## config.mk

```make
export PLATFORM = sky130hd
export DESIGN_NAME = lat_fifo
export DESIGN_NICKNAME = d
export VERILOG_FILES = /design/src/fifo_pkg.sv /design/src/fifo_head.sv /design/src/fifo_tail.sv /design/src/lat_mem.sv /design/src/fifo_buftail.sv /design/src/lat_fifo.sv
export SDC_FILE = /design/constraint.sdc
export NUM_CORES = 1
export LEC_CHECK = 0
export BUFFER_PORTS_ARGS = -buffer_cell sky130_fd_sc_hd__buf_2
export CAP_MARGIN = 10
export CORE_UTILIZATION = 55
export CTS_CLUSTER_SIZE = 16
export DETAILED_ROUTE_END_ITERATION = 7
export PLACE_DENSITY = 0.72
export SETUP_SLACK_MARGIN = 0.1
export SYNTH_ARGS = -nofsm -noshare
export SYNTH_HDL_FRONTEND = slang
export SYNTH_SLANG_ARGS = --single-unit
```

## constraint.sdc

```tcl
create_clock -name clk -period 5.25 [get_ports clk]
set_input_delay 1.05 -clock clk [delete_from_list [all_inputs] [get_ports clk]]
set_output_delay 1.05 -clock clk [all_outputs]
set_load 0.05 [all_outputs]
```

## src/fifo_pkg.sv

```systemverilog
// Shared FIFO defaults and the pointer width rule
package fifo_pkg;

  // ------------------------------
  // Default sizes
  // ------------------------------

  // Number of memory words, a power of two
  localparam int DEF_DEPTH = 16;

  // Payload width in bits
  localparam int DEF_WIDTH = 8;

  // Memory read latency in cycles, at least 2
  localparam int DEF_RD_LAT = 3;

  // Prefetch buffer size in words, at least 1
  localparam int DEF_PF_SIZE = 2;

  // ------------------------------
  // Pointer width rule
  // ------------------------------

  // Address bits for a memory of the given depth
  // Pointers carry one more bit above this for wrap detection
  // A depth of 1 still gets one address bit so slices stay legal
  function automatic int ptr_width(input int depth);
    if (depth > 1)
      return $clog2(depth);
    else
      return 1;
  endfunction

endpackage

```

## src/fifo_head.sv

```systemverilog
// FIFO write side: write pointer, full detection, memory write port, usage count
module fifo_head
  import fifo_pkg::*;
#(
  parameter int depth = DEF_DEPTH,
  parameter int width = DEF_WIDTH,
  localparam int aw = ptr_width(depth)
)
(
  input  logic             clk,
  input  logic             reset,

  // Producer handshake
  input  logic             c_srdy,
  output logic             c_drdy,
  input  logic [width-1:0] c_data,

  // Read pointer from the buffered tail
  input  logic [aw:0]      rdptr,

  // Memory write port
  output logic             wr_en,
  output logic [aw-1:0]    wr_addr,
  output logic [width-1:0] wr_data,

  // Write pointer with wrap bit, and words held in memory
  output logic [aw:0]      wrptr,
  output logic [aw:0]      usage
);

  logic full;

  // ------------------------------
  // Full detection
  // ------------------------------

  // Same address, opposite wrap bit
  // Memory holds exactly depth words then
  assign full = (wrptr[aw] != rdptr[aw]) &&
                (wrptr[aw-1:0] == rdptr[aw-1:0]);

  // Producer may push whenever a slot is free
  assign c_drdy = !full;

  // ------------------------------
  // Memory write
  // ------------------------------

  // Word is written at the same edge it is accepted
  assign wr_en   = c_srdy && c_drdy;
  assign wr_addr = wrptr[aw-1:0];
  assign wr_data = c_data;

  // Pointer difference wraps modulo 2*depth, range 0..depth
  assign usage = wrptr - rdptr;

  // Write pointer advances with every accepted word
  always_ff @(posedge clk)
  begin
    if (reset)
    begin
      wrptr <= '0;
    end
    else if (wr_en)
    begin
      wrptr <= wrptr + 1'b1;
    end
  end

  // ------------------------------
  // Checks
  // ------------------------------

  // Pointer gap never grows past the memory size
  // A write into a full memory or a read pointer running past the write pointer breaks this
  a_usage_bound : assert property (
    @(posedge clk) disable iff (reset)
    usage <= depth
  ) else $error("fifo_head: usage %0d above depth", usage);

endmodule

```

## src/fifo_tail.sv

```systemverilog
// FIFO read side: read pointer, empty detection, memory read issue
module fifo_tail
  import fifo_pkg::*;
#(
  parameter int depth = DEF_DEPTH,
  localparam int aw = ptr_width(depth)
)
(
  input  logic          clk,
  input  logic          reset,

  // Write pointer, already delayed by the buffered tail
  input  logic [aw:0]   wrptr,

  // Room downstream for one more read
  input  logic          i_drdy,

  // Memory read port
  output logic          rd_en,
  output logic [aw-1:0] rd_addr,

  // Read pointer with wrap bit, back to the head
  output logic [aw:0]   rdptr
);

  logic          empty;
  logic [aw:0]   count;

  // ------------------------------
  // Empty detection
  // ------------------------------

  // Pointers equal including wrap bit
  assign empty = (wrptr == rdptr);

  // Words available to read, as seen here
  assign count = wrptr - rdptr;

  // ------------------------------
  // Read issue
  // ------------------------------

  // One read per cycle while data exists and the prefetch side has room
  assign rd_en   = !empty && i_drdy;
  assign rd_addr = rdptr[aw-1:0];

  // Slot is freed for the head as soon as the read is issued
  // Memory has already latched the word at that edge
  always_ff @(posedge clk)
  begin
    if (reset)
    begin
      rdptr <= '0;
    end
    else if (rd_en)
    begin
      rdptr <= rdptr + 1'b1;
    end
  end

  // ------------------------------
  // Checks
  // ------------------------------

  // A read must target a written word, and the delayed write pointer
  // can never run more than depth ahead of the read pointer
  a_no_read_when_empty : assert property (
    @(posedge clk) disable iff (reset)
    rd_en |-> ((count != '0) && (count <= depth))
  ) else $error("fifo_tail: read with %0d words available", count);

endmodule

```

## src/lat_mem.sv

```systemverilog
// Dual-port word memory with a fixed multi-cycle read pipeline
module lat_mem
  import fifo_pkg::*;
#(
  parameter int depth  = DEF_DEPTH,
  parameter int width  = DEF_WIDTH,
  parameter int rd_lat = DEF_RD_LAT,
  localparam int aw = ptr_width(depth)
)
(
  input  logic             clk,
  input  logic             reset,

  // Write port
  input  logic             wr_en,
  input  logic [aw-1:0]    wr_addr,
  input  logic [width-1:0] wr_data,

  // Read port
  input  logic             rd_en,
  input  logic [aw-1:0]    rd_addr,
  output logic [width-1:0] rd_data
);

  logic [width-1:0]  mem [depth];
  logic [width-1:0]  pipe [rd_lat];
  logic [rd_lat-1:0] vld;

  // ------------------------------
  // Storage
  // ------------------------------

  always_ff @(posedge clk)
  begin
    if (wr_en)
    begin
      mem[wr_addr] <= wr_data;
    end
  end

  // ------------------------------
  // Read pipeline
  // ------------------------------

  // Valid bits track which stages carry a read
  always_ff @(posedge clk)
  begin
    if (reset)
    begin
      vld <= '0;
    end
    else
    begin
      vld <= {vld[rd_lat-2:0], rd_en};
    end
  end

  // Stage 0 latches the array at the read edge
  // Later stages only move when the stage behind them holds a read
  always_ff @(posedge clk)
  begin
    if (rd_en)
      pipe[0] <= mem[rd_addr];
    for (int i = 1; i < rd_lat; i++)
    begin
      if (vld[i-1])
        pipe[i] <= pipe[i-1];
    end
  end

  // Last stage, valid rd_lat edges after the read; zero when idle
  assign rd_data = vld[rd_lat-1] ? pipe[rd_lat-1] : '0;

endmodule

```

## src/fifo_buftail.sv

```systemverilog
// Buffered FIFO tail: delayed write pointer, in-flight read tracking, prefetch buffer
module fifo_buftail
  import fifo_pkg::*;
#(
  parameter int depth   = DEF_DEPTH,
  parameter int width   = DEF_WIDTH,
  parameter int rd_lat  = DEF_RD_LAT,
  parameter int pf_size = DEF_PF_SIZE,
  localparam int aw  = ptr_width(depth),
  localparam int pfw = (pf_size > 1) ? $clog2(pf_size) : 1,
  localparam int cw  = $clog2(pf_size + rd_lat + 1)
)
(
  input  logic             clk,
  input  logic             reset,

  // Pointer exchange with the head
  input  logic [aw:0]      wrptr,
  output logic [aw:0]      rdptr,

  // Memory read port
  output logic             rd_en,
  output logic [aw-1:0]    rd_addr,
  input  logic [width-1:0] rd_data,

  // Consumer handshake
  output logic             p_srdy,
  input  logic             p_drdy,
  output logic [width-1:0] p_data
);

  logic [aw:0]       wrptr_dly;
  logic              i_drdy;
  logic [rd_lat-1:0] d_rd_en;
  logic [width-1:0]  prefetch [pf_size];
  logic [pfw-1:0]    pf_hptr;
  logic [pfw-1:0]    pf_tptr;
  logic [cw-1:0]     pfusage;
  logic [cw-1:0]     inflight;
  logic [cw-1:0]     dyn_usage;
  logic              push;
  logic              pop;

  // Circular increment over pf_size slots
  function automatic logic [pfw-1:0] pf_inc(input logic [pfw-1:0] ptr);
    if (ptr == pfw'(pf_size - 1))
      return '0;
    else
      return ptr + 1'b1;
  endfunction

  // ------------------------------
  // Read side pointer logic
  // ------------------------------

  // Sees the write pointer one cycle late, so a word is never read
  // in the same cycle it is written
  fifo_tail #(
    .depth  (depth)
  ) u_tail (
    .clk     (clk),
    .reset   (reset),
    .wrptr   (wrptr_dly),
    .i_drdy  (i_drdy),
    .rd_en   (rd_en),
    .rd_addr (rd_addr),
    .rdptr   (rdptr)
  );

  // ------------------------------
  // Prefetch space accounting
  // ------------------------------

  // Reads issued whose data has not yet landed
  always_comb
  begin
    inflight = '0;
    for (int i = 0; i < rd_lat; i++)
      inflight = inflight + cw'(d_rd_en[i]);
  end

  // Every in-flight read has a reserved slot
  assign dyn_usage = pfusage + inflight;
  assign i_drdy    = (dyn_usage < cw'(pf_size));

  // Last delay stage lines up with rd_data from memory
  assign push = d_rd_en[rd_lat-1];
  assign pop  = p_srdy && p_drdy;

  // ------------------------------
  // Control registers
  // ------------------------------

  always_ff @(posedge clk)
  begin
    if (reset)
    begin
      wrptr_dly <= '0;
      d_rd_en   <= '0;
      pf_hptr   <= '0;
      pf_tptr   <= '0;
      pfusage   <= '0;
    end
    else
    begin
      wrptr_dly <= wrptr;
      d_rd_en   <= {d_rd_en[rd_lat-2:0], rd_en};
      if (pop)
        pf_hptr <= pf_inc(pf_hptr);
      if (push)
        pf_tptr <= pf_inc(pf_tptr);
      // Push and pop in one cycle leave the count as is
      pfusage <= pfusage + cw'(push) - cw'(pop);
    end
  end

  // ------------------------------
  // Prefetch storage and output
  // ------------------------------

  always_ff @(posedge clk)
  begin
    if (push)
      prefetch[pf_tptr] <= rd_data;
  end

  // Head slot stays put until popped, so p_data holds under stall
  assign p_srdy = (pfusage != '0);
  assign p_data = prefetch[pf_hptr];

  // Buffered words plus reads in flight never exceed the buffer,
  // which holds only while the tail issues reads under i_drdy
  a_pf_bound : assert property (
    @(posedge clk) disable iff (reset)
    dyn_usage <= cw'(pf_size)
  ) else $error("fifo_buftail: prefetch overcommitted, %0d of %0d", dyn_usage, pf_size);

endmodule

```

## src/lat_fifo.sv

```systemverilog
// Top level FIFO: write head, latency memory and buffered read tail
module lat_fifo
  import fifo_pkg::*;
#(
  parameter int depth   = DEF_DEPTH,
  parameter int width   = DEF_WIDTH,
  parameter int rd_lat  = DEF_RD_LAT,
  parameter int pf_size = DEF_PF_SIZE,
  localparam int aw = ptr_width(depth)
)
(
  input  logic             clk,
  input  logic             reset,

  // Producer side
  input  logic             c_srdy,
  output logic             c_drdy,
  input  logic [width-1:0] c_data,

  // Consumer side
  output logic             p_srdy,
  input  logic             p_drdy,
  output logic [width-1:0] p_data,

  // Words held in memory, prefetch excluded
  output logic [aw:0]      usage
);

  logic             wr_en;
  logic [aw-1:0]    wr_addr;
  logic [width-1:0] wr_data;
  logic             rd_en;
  logic [aw-1:0]    rd_addr;
  logic [width-1:0] rd_data;
  logic [aw:0]      wrptr;
  logic [aw:0]      rdptr;

  // ------------------------------
  // Write side
  // ------------------------------

  fifo_head #(
    .depth (depth),
    .width (width)
  ) u_head (
    .clk     (clk),
    .reset   (reset),
    .c_srdy  (c_srdy),
    .c_drdy  (c_drdy),
    .c_data  (c_data),
    .rdptr   (rdptr),
    .wr_en   (wr_en),
    .wr_addr (wr_addr),
    .wr_data (wr_data),
    .wrptr   (wrptr),
    .usage   (usage)
  );

  // ------------------------------
  // Storage
  // ------------------------------

  lat_mem #(
    .depth  (depth),
    .width  (width),
    .rd_lat (rd_lat)
  ) u_mem (
    .clk     (clk),
    .reset   (reset),
    .wr_en   (wr_en),
    .wr_addr (wr_addr),
    .wr_data (wr_data),
    .rd_en   (rd_en),
    .rd_addr (rd_addr),
    .rd_data (rd_data)
  );

  // ------------------------------
  // Read side
  // ------------------------------

  fifo_buftail #(
    .depth   (depth),
    .width   (width),
    .rd_lat  (rd_lat),
    .pf_size (pf_size)
  ) u_buftail (
    .clk     (clk),
    .reset   (reset),
    .wrptr   (wrptr),
    .rdptr   (rdptr),
    .rd_en   (rd_en),
    .rd_addr (rd_addr),
    .rd_data (rd_data),
    .p_srdy  (p_srdy),
    .p_drdy  (p_drdy),
    .p_data  (p_data)
  );

endmodule

```

; Word-level counts from Yosys, hierarchy flattened
; Memories as Yosys holds them, arrays and structs flattened. A register that Yosys moved wholly into a read port is not among the register bits.
; Cells that the tools add are included.
[classes]
muxes = 17
eq_ne = 3
n_addsub = 10
reduce_logical = 7
order_cmp = 1
[op_table]
columns = cell, n
row1 = two-way mux 1 bit, 14
row2 = "adder 5 x 1 -> 5 bit, second input constant", 2
row3 = two-way mux 4 bit, 2
row4 = two-way mux 8 bit, 1
row5 = adder 3 x 1 -> 3 bit, 2
row6 = equality test 5 bit, 1
row7 = subtractor 5 bit, 1
row8 = equality test 4 bit, 1
row9 = logical AND 1 bit, 4
row10 = adder 3 bit, 1
row11 = "less-than comparator 3 x 2 -> 1 bit, second input constant", 1
row12 = nonzero test 3 bit, 1
row13 = subtractor 3 x 1 -> 3 bit, 1
row14 = "adder 1 bit, second input constant", 2
row15 = adder 1 x 1 -> 2 bit, 1
row16 = zero test 1 bit, 2
row17 = != test 1 bit, 1
[totals]
output_inout_bits = 15
regBits = 26
input_bits = 12
elab_cells = 49
ramBits = 168
mem_count = 3
[memory_table]
columns = name, depth, word_bits, rd, rd_clocked_by_memory_dff, wr, line
row1 = u_mem.mem, 16, 8, 1, 1, 1, lat_mem.sv:25  ; logic [width-1:0] mem [depth];
row2 = u_mem.pipe, 3, 8, 3, 0, 3, lat_mem.sv:26  ; logic [width-1:0] pipe [rd_lat];
row3 = u_buftail.prefetch, 2, 8, 1, 1, 1, fifo_buftail.sv:35  ; logic [width-1:0] prefetch [pf_size];

; Logic depth before layout (Yosys ltp)
; Gate-level depths: netlist of the first run.
[logic_depth]
word_depth = 7
depth_mapped = 10
depth_no_buf = 10

; Modules after synthesis
; A second synthesis of the first run with hierarchy kept.
[hier_totals]
cells_unflattened = 431
hier_area_um2 = 7822.5
[modules_own_cells]
columns = mod, area_each_um2, instances, seq_area_each_um2, cells_per_inst
row1 = lat_mem, 5836.8, 1, 4624.4, 259
row2 = fifo_buftail, 1133.6, 1, 760.7, 73
row3 = fifo_head, 489.2, 1, 100.1, 58
row4 = fifo_tail, 362.8, 1, 100.1, 41

; Worst setup path after synthesis of the first run
; No wires, ideal clock.
[synth_timing]
path_type = reg2out
startpoint = reg u_head.wrptr[0]
endpoint = out usage[4]
path_stages_with_launch = 8
arrival_time_ns = 2.095
slack_ns = 2.105
required_ns = 4.200
n_path_buf = 0
path_cell_list = dfxtp_1 -> inv_1 -> ha_1 -> fa_1 -> inv_1 -> a21o_1 -> a21oi_1 -> xnor2_1
[synth_between]
elab_chain_cells = 1
[synth_lines]
columns = item, line
row1 = "start, declared", fifo_head.sv:27  ; output logic [aw:0] wrptr,
row2 = "start signal, assigned", fifo_head.sv:66  ; wrptr <= wrptr + 1'b1;
row3 = subtractor 5 bit, fifo_head.sv:55  ; assign usage = wrptr - rdptr;
row4 = "end, declared", lat_fifo.sv:26  ; output logic [aw:0] usage
; Every way passes these cells.

; Worst setup path in the final report of the first run
[layout_timing]
startpoint = reg u_buftail.u_tail.rdptr[2]
endpoint = out c_drdy
[layout_between]
elab_chain_cells = 3
[layout_lines]
columns = item, line
row1 = "start, declared", fifo_tail.sv:23  ; output logic [aw:0] rdptr
row2 = "start signal, assigned", fifo_tail.sv:57  ; rdptr <= rdptr + 1'b1;
row3 = equality test 4 bit, fifo_head.sv:40  ; (wrptr[aw-1:0] == rdptr[aw-1:0]);
row4 = logical AND 1 bit, fifo_head.sv:39  ; assign full = (wrptr[aw] != rdptr[aw]) &&
row5 = zero test 1 bit, fifo_head.sv:43  ; assign c_drdy = !full;
row6 = "end, declared", lat_fifo.sv:17  ; output logic c_drdy,
; Every way passes these cells.

==> flow_summary.ini, run 1 <==
[routing]
wire_per_inst_um = 20.5
wl_met3_um = 618
m1WireLength_mm = 5.52
drt_iter0_markers = 277
drt-total-wl_mm = 13.0
drc_errors = 0
drt_pass1_iterations = 5
via_count = 3691
via_per_inst = 5.81
antenna_left = 0
wl_met2_mm = 6.63
top_layer_used = met4

[grt]
grt_pass1_wl_mm = 20.5
grt_overflow = 0
antenna_found_initial = 0
grt_usage = 0.197
grt_pass1_vias = 3752
grt_max_degree = 33

[worst_hold_path]
hp-class = flip-flop to flip-flop

[timing]
maxClockFrequency_mhz = 292
tns_ns = 0
hold_viol_final = 0
timing.final.crit_share = 0.651
setup_ws_ns = 1.83
min_period_ns = 3.42
rsz0062_at_grt = no
fin_skew_ns = 0.0110
maxSlewHeadroom = 0.309
setup_viol = 0
worstMarginPinSlew_ns = 1.04
slew_viol_final = 0

[synth]
syn_nets = 435
synth_ff_type = edfxtp_1
synth_edf_count = 168
netlist_instances = 407
netlist_area_um2 = 7810
async_flop_share = 0
synth_cell_types = 39
yosysMostFrequentCell = edfxtp_1
syn_area_per_cell_um2 = 19.2
synthTopCellsByCount = edfxtp_1, dfxtp_1, mux4_1, nor2_1
yosysTopAreaCellShare = 0.646
ys_warn_count = 0
synth-seq-cells = 196
synthTopCellsByArea = edfxtp_1, mux4_1, dfxtp_1
synth-seq-area-share = 0.718
yosysTopAreaCell = edfxtp_1

[final_layout]
drive_gt1_frac = 0.209
syn2layout_area_growth_pct = 11.2
finalInstanceArea_um2 = 8680
stdcell_count = 635
utilization = 0.626
layout.nets = 470
antennaDiodeCount = 0

[cts]
cts_setup_buffers = 0
cts_resized = 0
cts_inserted_buffers = 17
htreeDepth = 4
clockRootBuffer = clkbuf_16
cts.sink_count = 196
clockBufferDepth = 2
tritoncts = done
cts.reportedPaths.clkPinSlew_ns = 0.07
clk_latency_ns = 0.42
hold_buffers = 0

[setup_path]
crit_arrival_ns = 2.37
worstPathCellList = inv_1 -> ha_1 -> nand4_1 -> nor2_1 -> inv_1 -> buf_2
cpPeakStageDelay_ns = 0.55
timing_worst_setup_path_type = flip-flop to primary output
cp-end-kind = primary output
cp.required_ns = 4.20
startpoint_type = flip-flop
cp_common_cell = inv_1
crit_fanout = 12
crit_buf_inv = 3
crit_family = simple AND/OR/NAND/NOR gates
crit_slowest_cell = nor2_1

[run]
max-cap-violations = 0

[placement]
gp_congestion = 0.736
dp_hpwl_mm = 8.51
pre_cts_ws_ns = 2.16
portBuffers = 26
placed_cells = 603
dpl_cell_area_um2 = 8110

[die]
pin_count = 27
die_h_um = 121
core-area_um2 = 13900
die_area_um2 = 14700
start_util = 0.563
die_x_um = 121
num_rows = 43

[power]
p_per_area_nw_per_um2 = 449
p_leak_nw = 2.95
ir_worst_vdd_mv = 0.299

[status]
status = finished clean
layout make-up:
type                            instances  area (um2)
Clock buffer                           18         429
Multi-Input combinational cell        178        2040
Inverter                               16        60.1
Tap cell                              180         225
Timing Repair Buffer                   33         183
Sequential cell                       196        5610
Clock inverter                         14         144
Fill cell                             956        5200
path summary, 6_finish.rpt:
path                                  start                        end  slack (ns)  depth (start not counted)
setup / recovery  u_buftail.u_tail.rdptr[2]                     c_drdy        1.83                          6
hold / removal            u_mem.pipe[0][13]          u_mem.pipe[0][21]        0.42                          0
setup reg to reg               u_mem.vld[1]  u_buftail.u_tail.rdptr[0]        2.17                          8
hold reg to reg           u_mem.pipe[0][13]          u_mem.pipe[0][21]        0.42                          0
registers in the layout (all words and copies together) (netlist names), named ones only:
name and flops:
u_buftail.prefetch 16, u_mem.pipe 24, u_buftail.pf_tptr 1, u_buftail.pf_hptr 1, u_buftail.wrptr_dly 5, u_mem.vld 3
u_buftail.u_tail.rdptr 5, u_buftail.pfusage 3, u_mem.mem 128, u_head.wrptr 5
worst register-to-register path, delay by kind of cell (launching register included):
| family | cells | cell delay, ns |
|---|---|---|
| AO/OA/AOI/OAI | 2 | 0.74 |
| XOR/XNOR | 1 | 0.14 |
| adder cells (fa/ha/maj) | 3 | 0.97 |
| flip-flops | 1 | 0.56 |
| multiplexers | 1 | 0.39 |
| AND/OR/NAND/NOR | 1 | 0.17 |
kinds of logic (layout without fill, tap and decap cells):
family | Yosys count | in the layout | share of synthesized area
fa+ha+maj | 16 | 16 | 0.0285
xor+xnor | 17 | 17 | 0.0200
compound gates | 20 | 20 | 0.0187
buf+inv | 33 | 81 | 0.0218
mux | 54 | 54 | 0.147
simple gates | 71 | 71 | 0.0468
flops | 196 | 196 | 0.718
layer usage:
| metal | up-vias | global-route usage |
|---|---|---|
| li1 | 1686 | - |
| met1 | 1875 | 0.253 |
| met2 | 109 | 0.328 |
| met3 | 21 | 0.0522 |
| met4 | 0 | 0.0664 |
| met5 | - | 0 |
power by group:
part           switching (mW)  total [mW]  internal, mW
sequential              0.140        1.95          1.81
clock                   0.576        1.25         0.670
combinational           0.376       0.698         0.321
total                    1.09        3.90          2.80
layout by cell type, fill, tap and decap left out, types with 2 or more instances in the layout:
cell type / synthesis / final
a211o_1: 2 / 2
a21o_1: 3 / 3
a21oi_1: 3 / 3
and2_1: 11 / 11
and3_1: 2 / 2
buf_2: 0 / 26
buf_4: 0 / 7
clkbuf_16: 0 / 17
clkinvlp_4: 0 / 5
dfxtp_1: 28 / 26
dfxtp_2: 0 / 2
edfxtp_1: 168 / 168
fa_1: 3 / 3
ha_1: 13 / 13
inv_1: 16 / 16
inv_6: 0 / 3
inv_8: 0 / 4
mux2_1: 3 / 3
mux2_2: 8 / 8
mux2i_1: 3 / 3
mux4_1: 24 / 24
mux4_2: 16 / 16
nand2_1: 8 / 8
nand3_1: 3 / 3
nor2_1: 24 / 24
nor2b_1: 8 / 8
nor3_1: 3 / 3
nor4_1: 4 / 4
o211ai_1: 4 / 4
o21ai_0: 2 / 2
o311ai_1: 4 / 4
or3_1: 3 / 3
or3b_2: 2 / 2
xnor2_1: 8 / 8
xor2_1: 8 / 8
through the flow:
stage / power (mW) / hold WS [ns]
detailed placement: 2.69 / 0.406
global placement: 2.66 / 0.402
floorplan: 2.55 / 0.400
global route: 4.05 / 0.434
CTS: 3.93 / 0.419
finish: 3.90 / 0.421
(Power assumes the default switching activity.)
==> inputs of run 2 (changes only) <==
==> constraint.sdc (replaced) <==
create_clock -name clk -period 3.2 [get_ports clk]
set_input_delay 0.64 -clock clk [delete_from_list [all_inputs] [get_ports clk]]
set_output_delay 0.64 -clock clk [all_outputs]
set_load 0.05 [all_outputs]
==> run 2 against run 1 <==
Combinational power increased by 85%. Final area increased by 1.5%. Hold slack got worse by 0.0038 ns. Sequential share of layout area decreased by 0.94 points. Utilization increased by 0.91 points. First-iteration DRC count increased by 12%. Global-route usage decreased by 0.69 points. Setup slack got worse by 1.5 ns. Critical path type unchanged. Critical endpoint is now usage[4]. Largest cell class unchanged.
==> flow_summary.ini, run 2 (synthesized netlist as in run 1, its figures left out) <==
[grt]
grt_overflow = 0
grt_usage = 0.191
grt_pass1_vias = 3619
grt_max_degree = 33
antenna_found_initial = 0
grt_pass1_wl_mm = 19.6

[routing]
drt_iter0_markers = 311
via_count = 3630
via_per_inst = 5.59
drc_errors = 0
wire_per_inst_um = 19.9
antenna_left = 0
drt-total-wl_mm = 12.9
drt_pass1_iterations = 8

[die]
die_h_um = 121
pin_count = 27
num_rows = 43
die_area_um2 = 14700
die_x_um = 121
start_util = 0.563
core-area_um2 = 13900

[cts]
tritoncts = done
cts.sink_count = 196
clk_latency_ns = 0.43
clockBufferDepth = 2
hold_buffers = 0
cts_inserted_buffers = 17
cts.reportedPaths.clkPinSlew_ns = 0.07
clockRootBuffer = clkbuf_16
htreeDepth = 4

[setup_path]
regToRegStartpoint = u_mem.vld[0]
cp.required_ns = 2.56
cp-end-kind = primary output
startpoint_type = flip-flop
crit_arrival_ns = 2.24
timing_worst_setup_path_type = flip-flop to primary output
r2r_slack_ns = 0.59
crit_fanout = 5
r2r_cells = 8
r2r_end = u_mem.pipe[0][0]

[timing]
slew_viol_final = 0
hold_viol_final = 0
min_period_ns = 2.88
tns_ns = 0
maxClockFrequency_mhz = 348
setup_viol = 0
maxSlewHeadroom = 0.576
timing.final.crit_share = 0.899
setup_ws_ns = 0.322
rsz0062_at_grt = no
worstMarginPinSlew_ns = 0.633
fin_skew_ns = 0.0106

[run]
max-cap-violations = 0

[power]
p_sw_mw = 1.79
seq_power_share = 0.476
power_frac_clock = 0.325
p_leak_nw = 3.05
combPwrFrac = 0.199
p_int_mw = 4.71
ir_worst_vdd_mv = 0.580
p_per_area_nw_per_um2 = 738
swShare = 0.276

[final_layout]
final_common_cell = edfxtp_1
layout.nets = 484
utilization = 0.635
final_cell_mix = edfxtp_1, dfxtp_1, buf_2
syn2layout_area_growth_pct = 12.8
reg_top3 = u_mem.mem x128, u_mem.pipe x24, u_buftail.prefetch x16
largest-register = u_mem.mem
largest_register_ffs = 128
drive_gt1_frac = 0.232
antennaDiodeCount = 0

[worst_hold_path]
min_path_cells = 0
worstHoldEndpoint = u_mem.pipe[0][14]
hp-class = flip-flop to flip-flop
min_from = u_mem.pipe[0][6]

[placement]
pre_cts_ws_ns = 0.604
portBuffers = 26
gp_congestion = 0.753
dp_hpwl_mm = 8.49

[status]
status = finished clean
[run 2: cell count changes in the layout (fill, tap and decap cells not counted), sizes merged]
cell,previous run,this run
clkinv,1,5
bufinv,1,2
buf,33,47
clkinvlp,5,1
clkbuf,18,17
[run 2: power by group through the flow]
stage | sequential (mW) | clock (mW) | combinational (mW)
floorplan | 3.09 | 0 | 1.10
global placement | 3.15 | 0 | 1.26
detailed placement | 3.16 | 0 | 1.30
CTS | 3.10 | 2.15 | 1.31
global route | 3.11 | 2.25 | 1.39
finish | 3.09 | 2.12 | 1.29
[run 2: per-layer routing]
layer | GRT usage | vias up | part of all wire | wire, um
li1 | - | 1709 | - | -
met1 | 0.249 | 1834 | 0.43 | 5540
met2 | 0.315 | 77 | 0.52 | 6660
met3 | 0.0437 | 10 | 0.043 | 553
met4 | 0.0694 | 0 | 0.010 | 129
met5 | 0 | - | 0 | 0
[run 2: how the worst max path moves through the flow]
stage	startpoint	to	slack [ns]
detailed placement	u_mem.vld[0]	u_mem.pipe[0][1]	0.60
floorplan	u_mem.vld[1]	flip-flop	0.42
global route	u_buftail.u_tail.rdptr[2]	c_drdy	0.18
CTS	u_buftail.u_tail.rdptr[2]	c_drdy	0.19
finish	u_head.wrptr[0]	usage[4]	0.32
global placement	u_mem.vld[0]	u_mem.pipe[0][1]	0.65
[run 2: through the flow]
step	area [um2]	instances	hold slack (ns)	power, mW
6_report	8810	649	0.418	6.50
3_3_place_gp	8220	617	0.401	4.41
2_1_floorplan	7810	407	0.400	4.19
4_1_cts	8810	649	0.420	6.56
3_5_place_dp	8220	617	0.405	4.45
5_1_grt	8810	649	0.427	6.76
[run 2: final cells by class]
cell class / instances / area [um2]
Sequential cell: 196 / 5610
Multi-Input combinational cell: 178 / 2040
Clock inverter: 15 / 168
Inverter: 16 / 60.1
Clock buffer: 17 / 425
Tap cell: 180 / 225
Timing Repair Buffer: 47 / 288
Fill cell: 949 / 5070
[run 2: repair_timing]
action | 4_1_cts | 5_1_grt
endpoints found under the setup margin | 0 | 1
buffers inserted | 0 | 0
endpoints found under the hold margin | 0 | 0
gates resized for setup | 0 | 1
[run 2: worst max-delay path: stages, from the launching register on]
cell and delay [ns]:
dfxtp_1 0.38, inv_1 0.13, ha_1 0.23, fa_1 0.40
inv_1 0.07, a21o_1 0.10, a21oi_1 0.07, xnor2_1 0.13
buf_2 0.28
==> inputs of run 3 (changes only) <==
--- a/config.mk
+++ b/config.mk
@@ -14,4 +14,5 @@
 export SETUP_SLACK_MARGIN = 0.1
 export SYNTH_ARGS = -nofsm -noshare
 export SYNTH_HDL_FRONTEND = slang
+export SYNTH_HIERARCHICAL = 1
 export SYNTH_SLANG_ARGS = --single-unit
==> run 3 against run 2 <==
Flip-flop and latch count is 1 lower. Setup slack worse by 0.056 ns. Largest cell class unchanged. Utilization is 1.1 points lower. Wire length is 1.4% lower. Largest power group unchanged. First-iteration DRC count is 6.8% higher. Non-clock buffer count is 2 lower. Die area is 0.14% higher. Hold slack better by 0.00068 ns. Sequential power hardly changed. Synthesized cell count is 5.9% higher. Sequential share of layout area is 0.87 points higher. Final area is 1.7% lower.
==> flow_summary.ini, run 3 <==
[die]
start_util = 0.564
num_rows = 43
die_x_um = 121
die_area_um2 = 14700
pin_count = 27
die_h_um = 121
core-area_um2 = 13900

[worst_hold_path]
hp-class = flip-flop to flip-flop

[synth]
synth-seq-cells = 195
syn_nets = 455
synth-seq-area-share = 0.714
synthTopCellsByCount = edfxtp_1, dfxtp_1, nor2_1
synth_ff_type = edfxtp_1
ys_warn_count = 6
netlist_instances = 431
synth_cell_types = 40
yosysTopAreaCellShare = 0.645
netlist_area_um2 = 7820
synth_edf_count = 168
async_flop_share = 0
synthTopCellsByArea = edfxtp_1, dfxtp_1, mux4_2
syn_area_per_cell_um2 = 18.1
yosysTopAreaCell = edfxtp_1
yosysMostFrequentCell = edfxtp_1

[placement]
placed_cells = 628
gp_congestion = 0.746
pre_cts_ws_ns = 0.572
dpl_cell_area_um2 = 8110
dp_hpwl_mm = 8.20
portBuffers = 26

[final_layout]
nFillCells = 987
drive_gt1_frac = 0.217
final_common_cell = edfxtp_1
syn2layout_area_growth_pct = 10.7
reg_top3 = u_mem/mem x128, u_mem/pipe x24, u_buftail/prefetch x16
seqCellArea_um2 = 5590
multi_input_area_um2 = 1980
layout.nets = 491
largest-register = u_mem/mem
finalInstanceArea_um2 = 8660
largest_register_ffs = 128
stdcell_count = 660
final_cell_mix = edfxtp_1, nor2_1, dfxtp_1
antennaDiodeCount = 0
utilization = 0.624

[timing]
maxClockFrequency_mhz = 341
hold_viol_final = 0
maxSlewHeadroom = 0.539
setup_ws_ns = 0.266
timing.final.crit_share = 0.917
worstMarginPinSlew_ns = 0.689
rsz0062_at_grt = no
min_period_ns = 2.93
setup_viol = 0
fin_skew_ns = 0.00888
whs_ns = 0.418
tns_ns = 0
slew_viol_final = 0

[setup_path]
crit_fanout = 11
r2r_slack_ns = 0.52
cp-end-kind = primary output
crit_arrival_ns = 2.29
cp.required_ns = 2.56
endpoint = usage[4]
critPathLaunch = u_head/wrptr[0]
timing_worst_setup_path_type = flip-flop to primary output
r2r_end = u_buftail/u_tail/rdptr[0]
startpoint_type = flip-flop
r2r_cells = 8
regToRegStartpoint = u_buftail/pfusage[0]

[power]
swShare = 0.257
ir_worst_vdd_mv = 0.403
p_int_mw = 4.56
combPwrFrac = 0.178
power_mw = 6.14
seq_power_share = 0.501
p_per_area_nw_per_um2 = 709
p_sw_mw = 1.58
power_frac_clock = 0.321
p_leak_nw = 2.97

[cts]
tritoncts = done
cts_inserted_buffers = 17
clockRootBuffer = clkbuf_16
clockBufferDepth = 2
cts_setup_buffers = 0
htreeDepth = 4
cts.reportedPaths.clkPinSlew_ns = 0.07
hold_buffers = 0
cts_resized = 0
clk_latency_ns = 0.42
cts.sink_count = 195

[grt]
antenna_found_initial = 0
grt_pass1_wl_mm = 19.8
grt_pass1_vias = 3720
grt_usage = 0.191
grt_max_degree = 38
grt_overflow = 0

[routing]
drc_errors = 0
drt-total-wl_mm = 12.7
drt_iter0_markers = 332
via_count = 3720
wire_per_inst_um = 19.3
drt_pass1_iterations = 4
via_per_inst = 5.64
antenna_left = 0

[status]
status = finished clean

[run]
max-cap-violations = 0
run 3: cell count changes after synthesis, sizes merged, moves of 4 or more:
cell    before  now
nand2        8   12
nor2b        8   18
nand4        1    6
mux4        40   32
ha          13    8
clkbuf       9    1
a22oi        0   16
buf          8   24
inv         16   12
o311ai       4    0
nor4         4    0
run 3: worst min-delay path by stage:
stage / from / endpoint / slack (ns) / cells past startpoint
floorplan: u_mem/pipe[0][2] / u_mem/pipe[0][10] / 0.40 / 0
global placement: u_mem/pipe[0][8] / u_mem/pipe[0][16] / 0.40 / 0
detailed placement: u_mem/pipe[0][0] / u_mem/pipe[0][8] / 0.41 / 0
CTS: u_mem/pipe[0][3] / u_mem/pipe[0][11] / 0.42 / 0
global route: u_mem/pipe[0][8] / u_mem/pipe[0][16] / 0.42 / 0
finish: u_mem/pipe[0][8] / u_mem/pipe[0][16] / 0.42 / 0
run 3: kinds of logic (layout without fill, tap and decap cells):
| kind of cell | after synthesis | after routing | synth area share |
|---|---|---|---|
| AOI/OAI and AO/OA | 30 | 30 | 0.0274 |
| DFF | 195 | 195 | 0.714 |
| muxes | 47 | 47 | 0.120 |
| xor gates and xnor gates | 17 | 17 | 0.0208 |
| and+or+nand+nor | 90 | 90 | 0.0614 |
| buffers and inverters | 40 | 89 | 0.0333 |
| adders and majority gates | 12 | 12 | 0.0230 |
run 3: power groups by stage:
stage | Sequential (mW) | Combinational [mW] | Clock, mW
floorplan | 3.10 | 0.912 | 0
global placement | 3.12 | 1.07 | 0
detailed placement | 3.14 | 1.10 | 0
CTS | 3.08 | 1.11 | 2.02
global route | 3.10 | 1.19 | 2.12
finish | 3.08 | 1.09 | 1.97
run 3: worst max-delay path: stages, from the launching register on:
cell and delay, ns:
dfxtp_1 0.41, inv_1 0.15, ha_1 0.15, inv_1 0.06
fa_1 0.40, a21o_1 0.18, a21oi_1 0.19, xnor2_1 0.14
buf_4 0.21
run 3: cell type report:
cell class | instances | area share
repair buffers | 45 | 0.0318
clock inverters | 11 | 0.0129
multi-input cells | 196 | 0.228
well taps | 180 | 0.0260
flip-flops and latches | 195 | 0.645
clock buffers | 21 | 0.0509
inverters | 12 | 0.00520
run 3: routing by layer:
layer  global-route usage  part of all wire  up-vias
met1                0.244              0.41     1883
met5                    0                 0        -
li1                     -                 -     1729
met3               0.0461             0.050       19
met2                0.311              0.52       89
met4               0.0849             0.020        0
